**src/hw/sysctrl_pkg.sv**
```systemverilog
`default_nettype none

package sysctrl_pkg;

    // bus address or data word
    typedef logic [31:0] word_t;

    // byte lane select, also used as write strobe
    typedef logic [3:0] byte_sel_t;

    // register offset inside the 256-byte window
    typedef logic [7:0] reg_off_t;

    // one request from the bus adapter to the register block
    typedef struct packed {
        word_t     addr;
        byte_sel_t wstrb;  // all zero for a read
        word_t     wdata;
    } iomem_req_t;

    // routing controls, one bit each
    typedef struct packed {
        logic pll_dest;   // pad 0 carries the pll clock
        logic trap_dest;  // pad 1 carries trap
        logic irq7_src;   // irq 7 taken from pad 0
        logic irq8_src;   // irq 8 taken from pad 1
    } sysctrl_ctrl_t;

endpackage

`default_nettype wire

```
**src/hw/sysctrl_pad_route.sv**
```systemverilog
`default_nettype none
`timescale 1ns/1ns

module sysctrl_pad_route (
    input  wire logic                       clk,
    input  wire logic                       resetn,

    input  wire sysctrl_pkg::sysctrl_ctrl_t ctrl_i,

    input  wire logic                       pll_clk_i,
    input  wire logic                       trap_i,
    input  wire logic [1:0]                 gpio_out_i,
    input  wire logic [1:0]                 pad_in_i,

    output      logic [1:0]                 pad_out_o,
    output      logic                       irq7_o,
    output      logic                       irq8_o
);

    logic [1:0] sync1_q;  // first stage, may go metastable
    logic [1:0] sync2_q;

    // output pads, combinational from the controls
    always_comb begin
        pad_out_o[0] = ctrl_i.pll_dest  ? pll_clk_i : gpio_out_i[0];
        pad_out_o[1] = ctrl_i.trap_dest ? trap_i    : gpio_out_i[1];
    end

    // two-flop synchronizer for both pad inputs
    always_ff @(posedge clk) begin
        if (!resetn) begin
            sync1_q <= 2'b00;
            sync2_q <= 2'b00;
        end else begin
            sync1_q <= pad_in_i;
            sync2_q <= sync1_q;
        end
    end

    assign irq7_o = sync2_q[0] && ctrl_i.irq7_src;  // pad 0 feeds irq 7
    assign irq8_o = sync2_q[1] && ctrl_i.irq8_src;  // pad 1 feeds irq 8

endmodule

`default_nettype wire

```
**src/hw/sysctrl_regs.sv**
```systemverilog
`default_nettype none
`timescale 1ns/1ns

module sysctrl_regs #(
    parameter sysctrl_pkg::word_t    BASE_ADR = 32'h2F00_0000,
    parameter sysctrl_pkg::reg_off_t PLL_OUT  = 8'h0c,
    parameter sysctrl_pkg::reg_off_t TRAP_OUT = 8'h10,
    parameter sysctrl_pkg::reg_off_t IRQ7_SRC = 8'h14,
    parameter sysctrl_pkg::reg_off_t IRQ8_SRC = 8'h18
) (
    input  wire logic                     clk,
    input  wire logic                     resetn,

    input  wire logic                     req_valid_i,
    input  wire sysctrl_pkg::iomem_req_t  req_i,
    output      logic                     req_ready_o,
    output      sysctrl_pkg::word_t       rdata_o,

    output      sysctrl_pkg::sysctrl_ctrl_t ctrl_o
);

    sysctrl_pkg::reg_off_t      offset;
    logic                       in_window;
    logic                       accept;
    logic                       pll_sel;
    logic                       trap_sel;
    logic                       irq7_sel;
    logic                       irq8_sel;
    logic                       wr_en;
    logic                       rd_bit;
    logic                       ready_q;
    sysctrl_pkg::word_t         rdata_q;
    sysctrl_pkg::sysctrl_ctrl_t ctrl_q;

    assign offset    = req_i.addr[7:0];
    assign in_window = (req_i.addr[31:8] == BASE_ADR[31:8]);

    // ready low keeps a held request from being taken twice
    assign accept = req_valid_i && !ready_q && in_window;

    assign pll_sel  = (offset == PLL_OUT);
    assign trap_sel = (offset == TRAP_OUT);
    assign irq7_sel = (offset == IRQ7_SRC);
    assign irq8_sel = (offset == IRQ8_SRC);

    assign wr_en = accept && req_i.wstrb[0];  // only byte lane 0 is writable

    // old value of the addressed control, zero when unmapped
    always_comb begin
        if (pll_sel) begin
            rd_bit = ctrl_q.pll_dest;
        end else if (trap_sel) begin
            rd_bit = ctrl_q.trap_dest;
        end else if (irq7_sel) begin
            rd_bit = ctrl_q.irq7_src;
        end else if (irq8_sel) begin
            rd_bit = ctrl_q.irq8_src;
        end else begin
            rd_bit = 1'b0;
        end
    end

    always_ff @(posedge clk) begin
        if (!resetn) begin
            ready_q <= 1'b0;
            ctrl_q  <= '0;
        end else begin
            ready_q <= accept;  // one-cycle pulse per accepted request
            if (wr_en) begin
                if (pll_sel) begin
                    ctrl_q.pll_dest <= req_i.wdata[0];
                end else if (trap_sel) begin
                    ctrl_q.trap_dest <= req_i.wdata[0];
                end else if (irq7_sel) begin
                    ctrl_q.irq7_src <= req_i.wdata[0];
                end else if (irq8_sel) begin
                    ctrl_q.irq8_src <= req_i.wdata[0];
                end
            end
        end
    end

    always_ff @(posedge clk) begin
        if (accept) begin
            rdata_q <= {31'd0, rd_bit};
        end
    end

    assign req_ready_o = ready_q;
    assign rdata_o     = rdata_q;
    assign ctrl_o      = ctrl_q;

endmodule

`default_nettype wire

```
**src/hw/sysctrl_top.sv**
```systemverilog
`default_nettype none
`timescale 1ns/1ns

module sysctrl_top #(
    parameter sysctrl_pkg::word_t    BASE_ADR = 32'h2F00_0000,
    parameter sysctrl_pkg::reg_off_t PLL_OUT  = 8'h0c,
    parameter sysctrl_pkg::reg_off_t TRAP_OUT = 8'h10,
    parameter sysctrl_pkg::reg_off_t IRQ7_SRC = 8'h14,
    parameter sysctrl_pkg::reg_off_t IRQ8_SRC = 8'h18
) (
    input  wire logic                       clk,
    input  wire logic                       resetn,

    input  wire logic                       wb_cyc_i,
    input  wire logic                       wb_stb_i,
    input  wire logic                       wb_we_i,
    input  wire sysctrl_pkg::byte_sel_t     wb_sel_i,
    input  wire sysctrl_pkg::word_t         wb_adr_i,
    input  wire sysctrl_pkg::word_t         wb_dat_i,
    output      logic                       wb_ack_o,
    output      sysctrl_pkg::word_t         wb_dat_o,

    input  wire logic                       pll_clk_i,
    input  wire logic                       trap_i,
    input  wire logic [1:0]                 gpio_out_i,
    input  wire logic [1:0]                 pad_in_i,
    output      logic [1:0]                 pad_out_o,
    output      logic                       irq7_o,
    output      logic                       irq8_o,

    output      sysctrl_pkg::sysctrl_ctrl_t ctrl_o
);

    logic                    req_valid;
    sysctrl_pkg::iomem_req_t req;
    logic                    req_ready;
    sysctrl_pkg::word_t      rdata;

    sysctrl_wb_adapter adapter_i (
        .clk         (clk),
        .resetn      (resetn),
        .wb_cyc_i    (wb_cyc_i),
        .wb_stb_i    (wb_stb_i),
        .wb_we_i     (wb_we_i),
        .wb_sel_i    (wb_sel_i),
        .wb_adr_i    (wb_adr_i),
        .wb_dat_i    (wb_dat_i),
        .wb_ack_o    (wb_ack_o),
        .wb_dat_o    (wb_dat_o),
        .req_valid_o (req_valid),
        .req_o       (req),
        .req_ready_i (req_ready),
        .rdata_i     (rdata)
    );

    sysctrl_regs #(
        .BASE_ADR (BASE_ADR),
        .PLL_OUT  (PLL_OUT),
        .TRAP_OUT (TRAP_OUT),
        .IRQ7_SRC (IRQ7_SRC),
        .IRQ8_SRC (IRQ8_SRC)
    ) regs_i (
        .clk         (clk),
        .resetn      (resetn),
        .req_valid_i (req_valid),
        .req_i       (req),
        .req_ready_o (req_ready),
        .rdata_o     (rdata),
        .ctrl_o      (ctrl_o)
    );

    // controls go straight from the register block to the router
    sysctrl_pad_route route_i (
        .clk        (clk),
        .resetn     (resetn),
        .ctrl_i     (ctrl_o),
        .pll_clk_i  (pll_clk_i),
        .trap_i     (trap_i),
        .gpio_out_i (gpio_out_i),
        .pad_in_i   (pad_in_i),
        .pad_out_o  (pad_out_o),
        .irq7_o     (irq7_o),
        .irq8_o     (irq8_o)
    );

endmodule

`default_nettype wire

```
**src/hw/sysctrl_wb_adapter.sv**
```systemverilog
`default_nettype none
`timescale 1ns/1ns

module sysctrl_wb_adapter (
    input  wire logic                     clk,
    input  wire logic                     resetn,

    input  wire logic                     wb_cyc_i,
    input  wire logic                     wb_stb_i,
    input  wire logic                     wb_we_i,
    input  wire sysctrl_pkg::byte_sel_t   wb_sel_i,
    input  wire sysctrl_pkg::word_t       wb_adr_i,
    input  wire sysctrl_pkg::word_t       wb_dat_i,
    output      logic                     wb_ack_o,
    output      sysctrl_pkg::word_t       wb_dat_o,

    output      logic                     req_valid_o,
    output      sysctrl_pkg::iomem_req_t  req_o,
    input  wire logic                     req_ready_i,
    input  wire sysctrl_pkg::word_t       rdata_i
);

    logic                   valid;
    logic                   access_q;  // access started, response not yet seen
    sysctrl_pkg::byte_sel_t wstrb;

    assign valid = wb_cyc_i && wb_stb_i;
    assign wstrb = wb_sel_i & {4{wb_we_i}};  // reads carry no strobe

    always_ff @(posedge clk) begin
        if (!resetn) begin
            access_q <= 1'b0;
        end else begin
            // a held strobe in the ready cycle belongs to the same access
            access_q <= valid && !req_ready_i;
        end
    end

    assign req_valid_o = valid;

    always_comb begin
        req_o.addr  = wb_adr_i;
        req_o.wstrb = wstrb;
        req_o.wdata = wb_dat_i;
    end

    // ack only for a response to an access this adapter started
    assign wb_ack_o = req_ready_i && access_q;
    assign wb_dat_o = rdata_i;

endmodule

`default_nettype wire

```
**config.mk**
```make
export PLATFORM = sky130hd
export DESIGN_NAME = sysctrl_top
export DESIGN_NICKNAME = d
export VERILOG_FILES = /design/src/hw/sysctrl_pkg.sv /design/src/hw/sysctrl_pad_route.sv /design/src/hw/sysctrl_regs.sv /design/src/hw/sysctrl_top.sv /design/src/hw/sysctrl_wb_adapter.sv
export SDC_FILE = /design/constraint.sdc
export NUM_CORES = 1
export LEC_CHECK = 0
export BUFFER_PORTS_ARGS = -buffer_cell sky130_fd_sc_hd__buf_2
export CORE_MARGIN = 1
export CORE_UTILIZATION = 33
export CTS_CLUSTER_DIAMETER = 40
export DETAILED_ROUTE_END_ITERATION = 12
export PLACE_DENSITY = 0.85
export SKIP_LAST_GASP = 1
export SLEW_MARGIN = 5
export SYNTH_ARGS = -nofsm -noshare
export SYNTH_HDL_FRONTEND = slang
export SYNTH_SLANG_ARGS = --single-unit
export TNS_END_PERCENT = 100
```
**constraint.sdc**
```tcl
create_clock -name clk -period 3.2 [get_ports clk]
set_clock_uncertainty 0.2 [all_clocks]
set_input_delay 0.32 -clock clk [delete_from_list [all_inputs] [get_ports clk]]
set_output_delay 0.32 -clock clk [all_outputs]
set_load 0.05 [all_outputs]
```
# Word level (Yosys, flattened, before mapping)

Index checks and enable logic that the tools add are counted.

Multipliers: 0
Div/mod/pow operators: 0
Reductions and logical operators: 12
Muxes and demuxes: 6
Shift-type cells: 0
Bitwise gates (word level): 4
Equality and inequality tests: 5
$lt $le $gt $ge: 0
$add $sub $neg: 0

Operators with widths:

| operator               | count |
|---|---|
| $eq A24 B22 Y1 const B | 1 |
| $eq A8 B5 Y1 const B   | 3 |
| $eq A8 B4 Y1 const B   | 1 |
| $logic_and A1 B1 Y1    | 7 |
| $mux W1                | 6 |
| $reduce_and A5 Y1      | 1 |
| $reduce_and A4 Y1      | 1 |
| $not A1 Y1             | 3 |
| $reduce_and A3 Y1      | 1 |
| $reduce_and A2 Y1      | 1 |
| $and A1 B1 Y1          | 1 |
| $logic_not A1 Y1       | 1 |

Memories: 0
Bits in latches: 0
Register bits: 11
Bits in writable memories: 0
Output and inout bits: 41
Memory bits (read-only): 0

# Longest topological paths before layout

Word-level depth: 5
Gate-level depth with buffers: 4
Depth with buffers taken out: 4

# By module

From an unflattened synthesis, not the netlist that was laid out.

Cell total of the unflattened synthesis: 193
Area total of the unflattened synthesis: 1617.8 µm²

Modules (own cells, without submodules):

| module             | instances | sequential area each (µm²) | cells each | area an instance (µm²) |
|---|---|---|---|---|
| sysctrl_wb_adapter | 1         | 20.0                       | 104        | 789.5 |
| sysctrl_regs       | 1         | 130.1                      | 77         | 680.7 |
| sysctrl_pad_route  | 1         | 80.1                       | 12         | 147.6 |

# Worst setup path before layout

No wires, ideal clock.

Kind: input to register
From: input port wb_adr_i[6]
To: register regs_i.ctrl_q, in the netlist regs_i.ctrl_o[1]
Setup time: 72 ps
Path slack: 1214 ps
Data arrival time: 1714 ps
Stages: 4
Cell sequence: or4_4 > or3_4 > nor4_4 > mux2i_1

Longest elaborated chain between the ends: 3

Ends and longest elaborated chain:

| element                                             | RTL line                               | source |
|---|---|---|
| start: declaration                                  | sysctrl_top.sv:18                      | `input wire sysctrl_pkg::word_t wb_adr_i,` |
| $eq A8 B4 Y1 / $eq A8 B5 Y1 (equally long branches) | sysctrl_regs.sv:41, sysctrl_regs.sv:42 |  |
| $not A1 Y1 (no line)                                | -                                      |  |
| $reduce_and A4 Y1 (no line) *                       | -                                      |  |
| end: declaration                                    | sysctrl_regs.sv:33                     | `sysctrl_pkg::sysctrl_ctrl_t ctrl_q;` |

Mark *: on every way between the ends. The rest lies on a longest branch, timed or not.
A chain may end at the register's enable or synchronous reset.

# Final worst setup path

From: input port wb_adr_i[6]
To: register regs_i.ctrl_q, in the netlist regs_i.ctrl_o[0]

Longest elaborated chain between the ends: 3

Ends and longest elaborated chain:

| element                              | RTL line           | source |
|---|---|---|
| $eq A8 B4 Y1 (tied with other cells) | sysctrl_regs.sv:41 | `assign pll_sel = (offset == PLL_OUT);` |
| $not A1 Y1 (no line)                 | -                  |  |
| $reduce_and A5 Y1 (no line) *        | -                  |  |

Marks and branches as above.

==> metrics.txt <==
DIE AREA 2915 sq um; grt met1 use 11.31%; GRT busiest layer met2; residual DRC count 0; met2 Resource Use GR 25.10%; commonest non-fill, non-tap cells in the layout buf_2 (54), conb_1 (31), dfxtp_1 (10); Multi-input gate area 529.3 sq um; Critical-path top delay cell or4_4; layout filler cell count 251; vias in the first global route 650; CTS Buffer Depth 2; routability-driven placement congestion ratio 0.6480; GR Util met3 5.085%; placed inst area 1075 sq um; root buffer cell clkbuf_4; Setup Viol. Count Final 0; crit path time final 1.877 ns; GR Util All Layers 12.59%; WP data required 3.20 ns; share of cells above drive strength 1 48.99%; syn avg cell area 9.593 sq um; Crit path arrival time 1.87 ns; H-tree levels 1; Syn. warnings 0; vias after detailed routing 766; Clk Latency, worst-skew pair 0.27 ns; VDD IR-drop max 0.2774 mV; power per cell area 331.9 nW/um^2; Initial Util 35.37%; Die Y 54.00 um; core box area 2522 sq um; max-cap violations 0; Synth Instances 93; post-synthesis sequential area ratio 25.81%; Leak 0.5764 nW; CP cell instances buf_2, or4_4, or3_4, nor4_4, mux2i_1; Yosys top cell area share 26.09%; drt initial violations 3; final instance area 1102 sq um; status finished, final reports clean; Worst setup SP type input pin; synth top area cells buf_4 (26%), dfxtp_1 (22%), nor4_4 (7.2%); crit path max fanout 4; Die X 54.00 um; Final Hold Fails 0; commonest non-fill, non-tap cell in the layout buf_2; Syn-to-layout area delta 23.56%; fmax 0.5328 GHz; ANT cells 0; I/O Buffers 54; post-CTS setup buffers 0; worst min path class input pin to flop; initial antenna violation count 0; Worst Path Buf+Inv 1; Mapped Area 892.1 sq um; fin. max-slew vios 0; crit end category flop; Cell variety after synth 28; wire length of the first global-routing pass 2553 um; Routed wire per std cell 9.475 um; dpl hpwl 1482 um; TritonCTS buffer count 3; # IOs 120; flops & latches, synth 11; clock sink count 11; 1st-pass router iterations 4; unrepaired setup endpoints after global routing false; Reg clk slew, reported paths 0.08 ns; cell family with most CP delay simple AND/OR/NAND/NOR gates; crit path kind input pin to flop; post-route ant nets 0; final WL 1696 um; post-route setup TNS 0 ns; hold_buf cts 0; Vias per Instance 4.279; final worst path period share 58.66%; fin util 43.70%; cts repair resizes 0; fin nets 229; CTS tree done; Site Rows 18; GRT overflow 0; Register Area 230.2 sq um; max incr delay on CP 0.52 ns; largest net degree at the start of global routing 12; Yosys top cell by area buf_4
cells by family after synthesis:
kind of cell           after synthesis  share of synthesized area, %
muxes                                6                         7.013
DFF                                 11                         25.81
other                                1                        0.4204
and+or+nand+nor                     39                         37.59
buffers and inverters               34                         27.49
AOI/OAI and AO/OA                    2                         1.684
Yosys cell counts (all sizes together):
| master | number |
|---|---|
| buf | 31 |
| dfxtp | 10 |
| and2 | 9 |
| nor4 | 8 |
| nand2 | 6 |
| mux2i | 4 |
| nand3b | 3 |
| inv | 2 |
| mux2 | 2 |
| nand3 | 2 |
| nor2 | 2 |
| a2bb2oi | 1 |
| and3b | 1 |
| and4bb | 1 |
| clkbuf | 1 |
| conb | 1 |
| edfxtp | 1 |
| nand4 | 1 |
| nor2b | 1 |
| nor4b | 1 |
| nor4bb | 1 |
| o22ai | 1 |
| or3 | 1 |
| or3b | 1 |
| or4 | 1 |
registers in the layout (all words and copies together) (netlist names):
name / cells
route_i.sync1_q: 2
adapter_i.access_q: 1
regs_i.rdata_o: 1
regs_i.ctrl_o: 4
regs_i.req_ready_o: 1
route_i.sync2_q: 2
power by group:
group	internal, mW	total (mW)	switching, mW
clock network	0.0463	0.0943	0.0480
registers	0.141	0.142	0.000531
logic	0.0280	0.130	0.102
routing by layer:
layer  up-vias  wire length (um)
met5         -                 0
met4         0                10
met3         2               241
met2        63               903
met1       330               541
li1        371                 -
stage by stage:
stage / setup WS, ns / power, mW / hold slack, ns / std cells
2_1_floorplan: 1.214 / 0.2731 / 0.2119 / 123
6_report: 1.323 / 0.3659 / 0.04479 / 179
3_5_place_dp: 1.017 / 0.2749 / 0.2199 / 175
5_1_grt: 1.272 / 0.3880 / 0.04966 / 179
3_3_place_gp: 1.067 / 0.2733 / 0.2199 / 175
4_1_cts: 1.313 / 0.3697 / 0.03678 / 179
worst reg2reg max path: stages, from the launching register on:
cell and delay, ns:
dfxtp_1 0.30, and3b_2 0.25, nand3_2 0.18, nor4_4 0.28
mux2i_1 0.20
final cells by class:
class	instances	share of cell area [%]
repair buffers	54	24.52
inverters	2	0.6810
multi-input cells	78	48.01
clock buffers	3	2.043
well taps	30	3.405
clock inverters	1	0.4540
flip-flops and latches	11	20.89
final timing paths:
path                                       from                       endpoint  slack [ns]  cells past startpoint
setup / recovery                    wb_adr_i[6]  regs_i.ctrl_o[0]$_SDFFE_PN0P_        1.32                      5
hold / removal                      pad_in_i[0]  route_i.sync1_q[0]$_SDFF_PN0_        0.04                      2
setup reg to reg  regs_i.req_ready_o$_SDFF_PN0_  regs_i.ctrl_o[1]$_SDFFE_PN0P_        1.72                      4
hold reg to reg   route_i.sync1_q[1]$_SDFF_PN0_  route_i.sync2_q[1]$_SDFF_PN0_        0.24                      1
(Power assumes the default switching activity.)
